### config.mk
export PLATFORM = sky130hd
export DESIGN_NAME = fpu_div_top
export DESIGN_NICKNAME = d
export VERILOG_FILES = /design/src/verilog/fpu_div_pkg.sv /design/src/verilog/operand_unpack.sv /design/src/verilog/float_divider.sv /design/src/verilog/round_pack.sv /design/src/verilog/fpu_div_top.sv
export VERILOG_INCLUDE_DIRS = /design/src /design/src/verilog
export SDC_FILE = /design/constraint.sdc
export NUM_CORES = 1
export LEC_CHECK = 0
export ABC_CLOCK_PERIOD_IN_PS = 12020
export BUFFER_PORTS_ARGS = -buffer_cell sky130_fd_sc_hd__buf_2
export CORE_UTILIZATION = 65
export DETAILED_ROUTE_END_ITERATION = 10
export PLACE_DENSITY = 0.94
export SYNTH_ARGS = -nofsm -noshare
export SYNTH_HDL_FRONTEND = slang
export SYNTH_SLANG_ARGS = --single-unit
### constraint.sdc
create_clock -name clk -period 12.02 [get_ports clk]
set_input_delay 2.404 -clock clk [delete_from_list [all_inputs] [get_ports clk]]
set_output_delay 2.404 -clock clk [all_outputs]
set_load 0.05 [all_outputs]
### src/verilog/fpu_div_settings.svh
`ifndef FPU_DIV_SETTINGS_SVH
`define FPU_DIV_SETTINGS_SVH

// mantissa with hidden bit.
`define FPU_MAN_W	24

// signed exponent inside the datapath.
`define FPU_EXP_W	10

`define FPU_EXP_BIAS	127
`define FPU_EXP_MAX	255

// two quotient bits per step.
`define FPU_DIV_STEPS	13

`endif

### src/verilog/fpu_div_pkg.sv
package fpu_div_pkg;

	// binary32 field layout.
	typedef struct packed {
		logic		sign;
		logic	[7:0]	exponent;
		logic	[22:0]	fraction;
	} float32_fields;

	// raw word or its fields.
	typedef union packed {
		logic	[31:0]	bits;
		float32_fields	f;
	} float32_word;

	typedef enum logic [2:0] {
		rne	= 3'd0,	// nearest with ties to even.
		rtz	= 3'd1,
		rdn	= 3'd2,
		rup	= 3'd3,
		rmm	= 3'd4	// nearest with ties away.
	} round_mode_t;

	// flag vector is {nv, dz, of, uf, nx}.
	localparam int unsigned flag_w	= 5;
	localparam int unsigned flag_nv	= 4;
	localparam int unsigned flag_dz	= 3;
	localparam int unsigned flag_of	= 2;
	localparam int unsigned flag_uf	= 1;
	localparam int unsigned flag_nx	= 0;

endpackage

### src/verilog/operand_unpack.sv
`timescale 1ns/1ns
`include "fpu_div_settings.svh"

module operand_unpack import fpu_div_pkg::*; (
	input	logic			clk,
	input	logic			reset,

	input	logic			in_valid,
	output	logic			in_ready,
	input	float32_word		a,
	input	float32_word		b,
	input	round_mode_t		rm,

	output	logic			out_valid,
	input	logic			out_ready,

	output	logic	[`FPU_MAN_W-1:0]	man_a,
	output	logic	[`FPU_EXP_W-1:0]	exp_a,
	output	logic			sgn_a,
	output	logic			zero_a,
	output	logic			inf_a,
	output	logic			snan_a,
	output	logic			qnan_a,

	output	logic	[`FPU_MAN_W-1:0]	man_b,
	output	logic	[`FPU_EXP_W-1:0]	exp_b,
	output	logic			sgn_b,
	output	logic			zero_b,
	output	logic			inf_b,
	output	logic			snan_b,
	output	logic			qnan_b,

	output	round_mode_t		rm_out
);

	// {zero, inf, snan, qnan}; subnormals land in zero.
	function automatic logic [3:0] classify(input float32_word w);
		logic	exp_ones;
		logic	frac_zero;
		exp_ones	= (w.f.exponent == 8'(`FPU_EXP_MAX));
		frac_zero	= (w.f.fraction == '0);
		classify	= {w.f.exponent == '0,
				   exp_ones && frac_zero,
				   exp_ones && !frac_zero && !w.f.fraction[22],
				   exp_ones && !frac_zero && w.f.fraction[22]};
	endfunction

	assign in_ready = !out_valid || out_ready;

	always_ff @(posedge clk) begin
		if (reset) begin
			out_valid <= 1'b0;
		end else if (in_valid && in_ready) begin
			out_valid <= 1'b1;
		end else if (out_ready) begin
			out_valid <= 1'b0;
		end
	end

	// payload slot.
	always_ff @(posedge clk) begin
		if (in_valid && in_ready) begin
			man_a	<= {1'b1, a.f.fraction};
			exp_a	<= `FPU_EXP_W'(a.f.exponent);
			sgn_a	<= a.f.sign;
			{zero_a, inf_a, snan_a, qnan_a} <= classify(a);
			man_b	<= {1'b1, b.f.fraction};
			exp_b	<= `FPU_EXP_W'(b.f.exponent);
			sgn_b	<= b.f.sign;
			{zero_b, inf_b, snan_b, qnan_b} <= classify(b);
			rm_out	<= rm;
		end
	end

endmodule

### src/verilog/float_divider.sv
`timescale 1ns/1ns
`include "fpu_div_settings.svh"

module float_divider import fpu_div_pkg::*; (
	input	logic			clk,
	input	logic			reset,

	input	logic			valid_in,
	output	logic			ready_out,
	output	logic			valid_out,
	input	logic			ready_in,

	input	round_mode_t		rm,

	input	logic	[`FPU_MAN_W-1:0]	man_a,
	input	logic	[`FPU_EXP_W-1:0]	exp_a,
	input	logic			sgn_a,
	input	logic			zero_a,
	input	logic			inf_a,
	input	logic			snan_a,
	input	logic			qnan_a,

	input	logic	[`FPU_MAN_W-1:0]	man_b,
	input	logic	[`FPU_EXP_W-1:0]	exp_b,
	input	logic			sgn_b,
	input	logic			zero_b,
	input	logic			inf_b,
	input	logic			snan_b,
	input	logic			qnan_b,

	output	logic	[`FPU_MAN_W-1:0]	man_y,
	output	logic	[`FPU_EXP_W-1:0]	exp_y,
	output	logic			sgn_y,

	output	logic			round_bit,
	output	logic			sticky_bit,
	output	logic			skip_round,

	output	logic			iv,
	output	logic			dz,

	output	round_mode_t		rm_out
);

	logic	[`FPU_MAN_W-1:0]	div_q;
	logic	[`FPU_MAN_W+1:0]	res_q;
	logic	[`FPU_MAN_W+2:0]	rem_q;
	logic	[`FPU_EXP_W-1:0]	exp_q;
	logic				sgn_q;
	logic	[3:0]			counter;

	logic				nan_case;
	logic				iv_d;

	logic	[`FPU_MAN_W+2:0]	div_ext;
	logic	[`FPU_MAN_W+2:0]	diff_1;
	logic	[`FPU_MAN_W+2:0]	diff_2;
	logic	[`FPU_MAN_W+2:0]	rem_1;
	logic	[`FPU_MAN_W+2:0]	rem_2;
	logic	[1:0]			q_bits;

	enum logic {st_idle, st_calc} state;

	assign nan_case	= snan_a || snan_b || qnan_a || qnan_b ||
			  (zero_a && zero_b) || (inf_a && inf_b);
	assign iv_d	= snan_a || snan_b || (zero_a && zero_b) || (inf_a && inf_b);

	// one division in flight; hand off only when the next stage can take it.
	assign ready_out = ready_in && (state == st_idle);

	// quotient is 1.x or 0.1x; shift by one in the second case.
	always_comb begin
		sgn_y = sgn_q;
		if (res_q[`FPU_MAN_W+1] || skip_round) begin
			exp_y		= exp_q;
			man_y		= res_q[`FPU_MAN_W+1:2];
			round_bit	= res_q[1];
			sticky_bit	= res_q[0] || (|rem_q);
		end else begin
			exp_y		= exp_q - `FPU_EXP_W'(1);
			man_y		= res_q[`FPU_MAN_W:1];
			round_bit	= res_q[0];
			sticky_bit	= |rem_q;
		end
	end

	// two restoring steps per cycle.
	always_comb begin
		div_ext		= {1'b0, div_q, 2'b00};
		diff_1		= rem_q - div_ext;
		q_bits[1]	= !diff_1[`FPU_MAN_W+2];
		rem_1		= (q_bits[1] ? diff_1 : rem_q) << 1;
		diff_2		= rem_1 - div_ext;
		q_bits[0]	= !diff_2[`FPU_MAN_W+2];
		rem_2		= (q_bits[0] ? diff_2 : rem_1) << 1;
	end

	always_ff @(posedge clk) begin
		if (reset) begin
			state		<= st_idle;
			counter		<= 4'd0;
			valid_out	<= 1'b0;
		end else if (valid_in && ready_out) begin
			div_q		<= man_b;
			rem_q		<= {1'b0, man_a, 2'b00};
			res_q		<= '0;
			exp_q		<= exp_a - exp_b;
			sgn_q		<= sgn_a ^ sgn_b;
			rm_out		<= rm;
			counter		<= 4'd0;
			iv		<= 1'b0;
			dz		<= 1'b0;
			skip_round	<= 1'b1;
			valid_out	<= 1'b1;
			if (nan_case) begin
				// canonical quiet NaN.
				res_q	<= {2'b11, {`FPU_MAN_W{1'b0}}};
				exp_q	<= `FPU_EXP_W'(`FPU_EXP_MAX);
				sgn_q	<= 1'b0;
				iv	<= iv_d;
			end else if (inf_a || zero_b) begin
				res_q	<= {1'b1, {(`FPU_MAN_W+1){1'b0}}};
				exp_q	<= `FPU_EXP_W'(`FPU_EXP_MAX);
				dz	<= zero_b && !inf_a;
			end else if (zero_a || inf_b) begin
				exp_q	<= '0;
			end else begin
				skip_round	<= 1'b0;
				valid_out	<= 1'b0;
				state		<= st_calc;
			end
		end else begin
			case (state)
				st_idle: begin
					if (valid_out && ready_in)
						valid_out <= 1'b0;
				end
				st_calc: begin
					res_q <= {res_q[`FPU_MAN_W-1:0], q_bits};
					rem_q <= rem_2;
					if (counter == 4'(`FPU_DIV_STEPS - 1)) begin
						valid_out	<= 1'b1;
						state		<= st_idle;
					end else begin
						counter <= counter + 4'd1;
					end
				end
				default: state <= st_idle;
			endcase
		end
	end

endmodule

### src/verilog/round_pack.sv
`timescale 1ns/1ns
`include "fpu_div_settings.svh"

module round_pack import fpu_div_pkg::*; (
	input	logic			clk,
	input	logic			reset,

	input	logic			valid_in,
	output	logic			ready_out,

	input	logic	[`FPU_MAN_W-1:0]	man_y,
	input	logic	[`FPU_EXP_W-1:0]	exp_y,
	input	logic			sgn_y,
	input	logic			round_bit,
	input	logic			sticky_bit,
	input	logic			skip_round,
	input	logic			iv,
	input	logic			dz,
	input	round_mode_t		rm,

	output	logic			out_valid,
	input	logic			out_ready,
	output	float32_word		y,
	output	logic	[flag_w-1:0]	flags
);

	localparam logic signed [`FPU_EXP_W-1:0] exp_top = `FPU_EXP_W'(`FPU_EXP_MAX);

	logic				inexact;
	logic				inc;
	logic				to_max;
	logic	[`FPU_MAN_W:0]		man_r;
	logic signed [`FPU_EXP_W-1:0]	exp_b;
	logic	[22:0]			frac_r;
	float32_word			y_d;
	logic	[flag_w-1:0]		flags_d;

	always_comb begin
		inexact = round_bit || sticky_bit;
		case (rm)
			rne:	inc = round_bit && (sticky_bit || man_y[0]);
			rtz:	inc = 1'b0;
			rdn:	inc = inexact && sgn_y;
			rup:	inc = inexact && !sgn_y;
			rmm:	inc = round_bit;
			default: inc = 1'b0;
		endcase
		// modes that never round up in magnitude clamp to max finite.
		to_max	= (rm == rtz) || (rm == rdn && !sgn_y) || (rm == rup && sgn_y);
		man_r	= {1'b0, man_y} + {{`FPU_MAN_W{1'b0}}, inc};
		exp_b	= exp_y + `FPU_EXP_W'(`FPU_EXP_BIAS) + `FPU_EXP_W'(man_r[`FPU_MAN_W]);
		frac_r	= man_r[22:0];	// a carry leaves the fraction zero.

		y_d.bits	= '0;
		flags_d		= '0;
		y_d.f.sign	= sgn_y;
		if (skip_round) begin
			y_d.f.exponent	= exp_y[7:0];
			y_d.f.fraction	= man_y[22:0];
			flags_d[flag_nv] = iv;
			flags_d[flag_dz] = dz;
		end else if (exp_b >= exp_top) begin
			if (to_max) begin
				y_d.f.exponent	= 8'(`FPU_EXP_MAX - 1);
				y_d.f.fraction	= '1;
			end else begin
				y_d.f.exponent	= 8'(`FPU_EXP_MAX);
			end
			flags_d[flag_of] = 1'b1;
			flags_d[flag_nx] = 1'b1;
		end else if (exp_b[`FPU_EXP_W-1] || exp_b == '0) begin
			flags_d[flag_uf] = 1'b1;	// flushed to signed zero.
			flags_d[flag_nx] = 1'b1;
		end else begin
			y_d.f.exponent	= exp_b[7:0];
			y_d.f.fraction	= frac_r;
			flags_d[flag_nx] = inexact;
		end
	end

	assign ready_out = !out_valid || out_ready;

	always_ff @(posedge clk) begin
		if (reset) begin
			out_valid <= 1'b0;
		end else if (valid_in && ready_out) begin
			out_valid <= 1'b1;
		end else if (out_ready) begin
			out_valid <= 1'b0;
		end
	end

	always_ff @(posedge clk) begin
		if (valid_in && ready_out) begin
			y	<= y_d;
			flags	<= flags_d;
		end
	end

endmodule

### src/verilog/fpu_div_top.sv
`timescale 1ns/1ns
`include "fpu_div_settings.svh"

module fpu_div_top import fpu_div_pkg::*; (
	input	logic			clk,
	input	logic			reset,

	input	logic			in_valid,
	output	logic			in_ready,
	input	float32_word		a,
	input	float32_word		b,
	input	round_mode_t		rm,

	output	logic			out_valid,
	input	logic			out_ready,
	output	float32_word		y,
	output	logic	[flag_w-1:0]	flags
);

	// decoder to divider.
	logic				dec_valid;
	logic				dec_ready;
	logic	[`FPU_MAN_W-1:0]	dec_man_a;
	logic	[`FPU_EXP_W-1:0]	dec_exp_a;
	logic				dec_sgn_a;
	logic				dec_zero_a;
	logic				dec_inf_a;
	logic				dec_snan_a;
	logic				dec_qnan_a;
	logic	[`FPU_MAN_W-1:0]	dec_man_b;
	logic	[`FPU_EXP_W-1:0]	dec_exp_b;
	logic				dec_sgn_b;
	logic				dec_zero_b;
	logic				dec_inf_b;
	logic				dec_snan_b;
	logic				dec_qnan_b;
	round_mode_t			dec_rm;

	// divider to rounder.
	logic				div_valid;
	logic				div_ready;
	logic	[`FPU_MAN_W-1:0]	div_man_y;
	logic	[`FPU_EXP_W-1:0]	div_exp_y;
	logic				div_sgn_y;
	logic				div_round;
	logic				div_sticky;
	logic				div_skip;
	logic				div_iv;
	logic				div_dz;
	round_mode_t			div_rm;

	operand_unpack u_unpack (
		.clk(clk), .reset(reset),
		.in_valid(in_valid), .in_ready(in_ready), .a(a), .b(b), .rm(rm),
		.out_valid(dec_valid), .out_ready(dec_ready),
		.man_a(dec_man_a), .exp_a(dec_exp_a), .sgn_a(dec_sgn_a), .zero_a(dec_zero_a),
		.inf_a(dec_inf_a), .snan_a(dec_snan_a), .qnan_a(dec_qnan_a),
		.man_b(dec_man_b), .exp_b(dec_exp_b), .sgn_b(dec_sgn_b), .zero_b(dec_zero_b),
		.inf_b(dec_inf_b), .snan_b(dec_snan_b), .qnan_b(dec_qnan_b),
		.rm_out(dec_rm)
	);

	float_divider u_divider (
		.clk(clk), .reset(reset),
		.valid_in(dec_valid), .ready_out(dec_ready),
		.valid_out(div_valid), .ready_in(div_ready), .rm(dec_rm),
		.man_a(dec_man_a), .exp_a(dec_exp_a), .sgn_a(dec_sgn_a), .zero_a(dec_zero_a),
		.inf_a(dec_inf_a), .snan_a(dec_snan_a), .qnan_a(dec_qnan_a),
		.man_b(dec_man_b), .exp_b(dec_exp_b), .sgn_b(dec_sgn_b), .zero_b(dec_zero_b),
		.inf_b(dec_inf_b), .snan_b(dec_snan_b), .qnan_b(dec_qnan_b),
		.man_y(div_man_y), .exp_y(div_exp_y), .sgn_y(div_sgn_y),
		.round_bit(div_round), .sticky_bit(div_sticky), .skip_round(div_skip),
		.iv(div_iv), .dz(div_dz), .rm_out(div_rm)
	);

	round_pack u_round (
		.clk(clk), .reset(reset),
		.valid_in(div_valid), .ready_out(div_ready),
		.man_y(div_man_y), .exp_y(div_exp_y), .sgn_y(div_sgn_y),
		.round_bit(div_round), .sticky_bit(div_sticky), .skip_round(div_skip),
		.iv(div_iv), .dz(div_dz), .rm(div_rm),
		.out_valid(out_valid), .out_ready(out_ready), .y(y), .flags(flags)
	);

endmodule

==> flow_summary.toml, run 1 <==
[clocking]
numCtsBuffers = 23
cts_resized = 0
cts_hold_buf = 0
clock-root-buffer = "clkbuf_16"
clk_latency_ps = 520
htreeDepth = 1
cts_sinks = 210
clk_pin_slew_worst_paths_ps = 60
cts_setup_buffers = 0
cts_tree = "done"
cts_max_path_buffers = 3

[worst_setup_path]
crit_fanout = 21
critPathBufInv = 1
worst_setup_path_start_kind = "flip-flop"
cp_slowest_cell = "a211o_1"
r2r_slack_ps = 5090
endpoint_kind = "flip-flop"
r2r_start = "u_divider.div_q[0]$_DFFE_PP_"
path_delay_family = "compound AO/OA/AOI/OAI gates"
slowest_delay_ps = 800
path_cells = "ha_1 -> inv_1 -> fa_1 -> a211oi_1 -> o211ai_1 -> nand3_1 -> a2111oi_0 -> a211o_1 -> mux2_2 -> ha_1 -> nand2_1 -> o21ai_0 -> a21boi_0 -> a221oi_1 -> o31a_1 -> o2111ai_1 -> a21oi_1 -> a41o_1 -> a222oi_1 -> o21ai_0"
critical_path_class = "reg -> reg"
arrival_ps = 7270
crit_required_ps = 12360
crit_start = "u_divider.div_q[0]$_DFFE_PP_"

[global_route]
grtUsageTotal = 0.326
grt_pass1_wl_um = 51000
grt_pass1_vias = 9820
overflow = 0
antenna_found_initial = 0
grt_max_degree = 52

[timing]
finalClockSkew_ps = 21.3
slew_violations = 0
hold_viol = 0
holdWs_ps = 416
tightest_slew_ps = 1150
post-route-period-util = 0.576
setup_viol = 0
maxSlewHeadroom = 0.230
finalSetupTns_ps = 0
max_freq_ghz = 0.144
rsz0062_at_grt = "false"
final.min_clock_period_ps = 6930

[min_path]
hp-class = "reg -> reg"
hp-start = "u_unpack.man_b[4]$_DFFE_PP_"

[logic_synthesis]
synth_seq_area_share = 0.490
avgSynthCellArea_um2 = 10.4
synth_top_cell_by_area = "edfxtp_1"
ys_types = 77
synth_area_leaders = "edfxtp_1, ha_1, xnor2_1"
syn-num-nets = 1351
synth-edff-count = 202
yosysWarnings = 0
netlist_instances = 1216
synth_flop_cell = "edfxtp_1"
synthArstFlopShare = 0
synth_seq_cells = 210
syn_area_um2 = 12700
synth_top_area_share = 0.477

[die]
coreArea_um2 = 19000
die-area_um2 = 20100
fp.dieW_um = 142
core.rowCount = 50
io_pins = 110
die_height_um = 142
initial_core_util = 0.670

[routing]
detail_route.vias_per_cell = 6.53
final_antenna_net_count = 0
wl_um = 32300
num_vias = 10300
first_iter_violations = 1412
drc = 0
drt_pass1_iterations = 7
wire_per_inst_um = 20.4

[layout]
layout_common_cells = "edfxtp_1, nand2_1, buf_2"
finish.instance_area_um2 = 14200
drive_gt1_frac = 0.148
diodes = 0
fin_nets = 1441
area_delta_synth_final_pct = 11.5
layout_commonest_cell = "edfxtp_1"

[pwr]
power_density_nw_per_um2 = 148
ir_worst_vdd_uv = 196
p_leak_nw = 5.31

[status]
outcome = "finished, final reports clean"

[place]
dp_hpwl_um = 22500
gp_congestion = 0.950
port_buffers = 109
place_area_um2 = 13400

[run]
maxCapViolCount = 0
## final timing paths
path,cells past startpoint,to
worst min register to register,0,u_divider.div_q[4]$_DFFE_PP_
worst min-delay path,0,u_divider.div_q[4]$_DFFE_PP_
worst max-delay path,20,u_divider.rem_q[17]$_DFFE_PP_
worst max register to register,20,u_divider.rem_q[17]$_DFFE_PP_
## registers in the layout (all words and copies together), names as in the netlist, 3 cells and up
register,count
u_divider.counter,4
u_divider.div_q,23
u_divider.exp_q,9
u_divider.rem_q,25
u_divider.res_q,26
u_divider.rm_out,3
u_round.flags,5
u_round.y,32
u_unpack.exp_a,8
u_unpack.exp_b,8
u_unpack.man_a,23
u_unpack.man_b,23
u_unpack.rm_out,3
## kinds of logic after synthesis
logic type | Yosys count | share of synthesized area
DFF | 210 | 0.490
buffers and inverters | 106 | 0.0335
AOI/OAI and AO/OA | 307 | 0.166
and+or+nand+nor | 417 | 0.165
adders and majority gates | 64 | 0.0648
muxes | 22 | 0.0187
xor gates and xnor gates | 90 | 0.0620
## cells in the mapped netlist, drive strengths merged (4+ instances only)
cell / n
o21ai: 79
nor2b: 15
a2111oi: 5
a221o: 25
nor4: 18
a222oi: 14
a221oi: 5
nor3: 31
and2: 40
ha: 61
buf: 6
edfxtp: 202
or4: 8
nand2: 127
a211oi: 12
o22a: 5
a21boi: 5
and3: 10
mux2i: 8
a21oi: 71
nand3b: 5
nand3: 29
a21o: 24
clkbuf: 47
xor2: 32
and4: 4
mux2: 14
inv: 53
nand2b: 9
or2: 8
or3: 6
a31oi: 7
xnor2: 58
o31a: 4
o22ai: 4
nor2: 80
dfxtp: 8
o31ai: 6
o21a: 16
nand4: 15
## final cells by class
class	count	area (um2)
multi-input cells	900	6090
clock inverters	15	136
repair buffers	118	613
fillers	1213	4780
well taps	260	325
inverters	53	199
clock buffers	26	587
flip-flops and latches	210	6230
## routing by layer
layer / share of wire / GRT usage
met1: 0.39 / 0.439
met4: 0.032 / 0.112
met3: 0.10 / 0.0526
met2: 0.47 / 0.538
met5: 0 / 0
## power breakdown
group,total [mW],internal (mW),switching [mW]
Sequential,0.886,0.858,0.0282
Combinational,0.518,0.204,0.314
Clock,0.688,0.395,0.293
Total,2.09,1.46,0.635
## stage by stage
stage	utilization	cells	power, mW	setup WS, ps
floorplan	-	1216	1.27	5980
global placement	0.710	1541	1.38	5850
detailed placement	0.710	1541	1.39	5430
CTS	0.748	1582	2.07	5350
global route	0.748	1582	2.17	4770
finish	0.748	1582	2.09	5090
No activity file was read; power rests on OpenSTA's default activity.
==> inputs of run 2 (changes only) <==
--- a/config.mk
+++ b/config.mk
@@ -6,11 +6,11 @@
 export SDC_FILE = /design/constraint.sdc
 export NUM_CORES = 1
 export LEC_CHECK = 0
-export ABC_CLOCK_PERIOD_IN_PS = 12020
+export ABC_CLOCK_PERIOD_IN_PS = 7200
 export BUFFER_PORTS_ARGS = -buffer_cell sky130_fd_sc_hd__buf_2
-export CORE_UTILIZATION = 65
+export CORE_UTILIZATION = 61
 export DETAILED_ROUTE_END_ITERATION = 10
-export PLACE_DENSITY = 0.94
+export PLACE_DENSITY = 0.89
 export SYNTH_ARGS = -nofsm -noshare
 export SYNTH_HDL_FRONTEND = slang
 export SYNTH_SLANG_ARGS = --single-unit
==> constraint.sdc (replaced) <==
create_clock -name clk -period 7.2 [get_ports clk]
set_input_delay 1.44 -clock clk [delete_from_list [all_inputs] [get_ports clk]]
set_output_delay 1.44 -clock clk [all_outputs]
set_load 0.05 [all_outputs]
==> run 2 against run 1 <==
  * Via count shrank 2.7%
  * Design area about the same
  * Sequential share of layout area about the same
  * Global-route usage shrank 4.8 points
==> flow_summary.toml, run 2 (synthesis results as in run 1) <==
[status]
outcome = "finished, final reports clean"

[worst_setup_path]
crit_fanout = 19
arrival_ps = 6620
endpoint_kind = "flip-flop"
crit_required_ps = 7450
critical_path_class = "reg -> reg"
worst_setup_path_start_kind = "flip-flop"

[clocking]
cts_tree = "done"
cts_setup_buffers = 0
clock-root-buffer = "clkbuf_16"
numCtsBuffers = 23
htreeDepth = 1
cts_sinks = 210
cts_max_path_buffers = 3
cts_resized = 0
clk_latency_ps = 520
cts_hold_buf = 0
clk_pin_slew_worst_paths_ps = 60

[layout]
fin_cells = 1596
finish.instance_area_um2 = 14200
top_register = "u_round.y"
layout_commonest_cell = "edfxtp_1"
drive_gt1_frac = 0.146
fin_nets = 1445
area_delta_synth_final_pct = 11.6
layout_common_cells = "edfxtp_1, nand2_1, buf_2"
largest_register_ff_count = 32
reg_top3 = "u_round.y x32, u_divider.res_q x26, u_divider.rem_q x25"

[timing]
finalSetupTns_ps = 0
post-route-period-util = 0.885
final.min_clock_period_ps = 6370
holdWs_ps = 416
rsz0062_at_grt = "false"
setup_viol = 0
finalClockSkew_ps = 9.08
hold_viol = 0
slew_violations = 0
maxSlewHeadroom = 0.240
tightest_slew_ps = 1130
max_freq_ghz = 0.157

[pwr]
power_density_nw_per_um2 = 242
ir_worst_vdd_uv = 219
p_leak_nw = 5.32

[global_route]
grt_max_degree = 76
grt_pass1_vias = 9511
antenna_found_initial = 1
overflow = 0
grt_pass1_wl_um = 47600
grtUsageTotal = 0.278

[routing]
drt_pass1_iterations = 6
drc = 0
wl_um = 29600
detail_route.vias_per_cell = 6.30
wire_per_inst_um = 18.6
first_iter_violations = 1140
final_antenna_net_count = 0
num_vias = 10100

[place]
dp_hpwl_um = 21200
place_area_um2 = 13500
dp.cells = 1555
gp_congestion = 0.968
port_buffers = 109

[die]
initial_core_util = 0.626
io_pins = 110
coreArea_um2 = 20300
fp.dieW_um = 146
die-area_um2 = 21400
die_height_um = 146
core.rowCount = 52

[run]
maxCapViolCount = 0

[min_path]
hp-class = "reg -> reg"
[run 2: worst max-delay path, cell delays in order (launching register included)]
cell	delay, ps
edfxtp_1	460
ha_1	260
inv_1	70
fa_1	230
a211oi_1	130
o211ai_1	240
nand3_1	170
a2111oi_0	560
a211o_1	520
buf_4	280
mux2_2	350
ha_1	330
a21oi_1	90
o21ai_0	210
a21boi_0	140
a221oi_1	410
o31ai_1	160
o221ai_1	280
a21oi_1	110
a41o_1	500
a222oi_1	470
o21ai_0	110
[run 2: power by group]
group          switching (mW)  internal (mW)
clock network           0.479          0.624
registers              0.0437           1.43
logic                   0.506          0.341
[run 2: cell type report]
class / instances / area (um2)
antenna: 1 / 2.50
clock buffer: 28 / 594
clock inverter: 12 / 92.6
fill: 1412 / 6120
inverter: 53 / 199
multi-input combinational: 900 / 6080
sequential: 210 / 6230
tap: 270 / 338
timing repair buffer: 122 / 643
[run 2: path summary, 6_finish.rpt]
kind	start	end	slack, ps	cells past startpoint
setup / recovery	u_divider.div_q[0]$_DFFE_PP_	u_divider.rem_q[5]$_DFFE_PP_	830	21
hold / removal	u_unpack.man_b[0]$_DFFE_PP_	u_divider.div_q[0]$_DFFE_PP_	420	0
setup reg to reg	u_divider.div_q[0]$_DFFE_PP_	u_divider.rem_q[5]$_DFFE_PP_	830	21
hold reg to reg	u_unpack.man_b[0]$_DFFE_PP_	u_divider.div_q[0]$_DFFE_PP_	420	0
[run 2: per-layer routing]
layer	vias up	share of wire	track usage
li1	4747	-	-
met1	4731	0.42	0.381
met2	498	0.46	0.448
met3	74	0.095	0.0519
met4	0	0.027	0.0917
met5	-	0	0
[run 2: metrics by stage]
stage	util	power, mW	worst slack, ps
floorplan	-	2.12	1380
global placement	0.664	2.30	1250
detailed placement	0.664	2.32	922
CTS	0.698	3.41	930
global route	0.698	3.56	312
finish	0.698	3.43	829
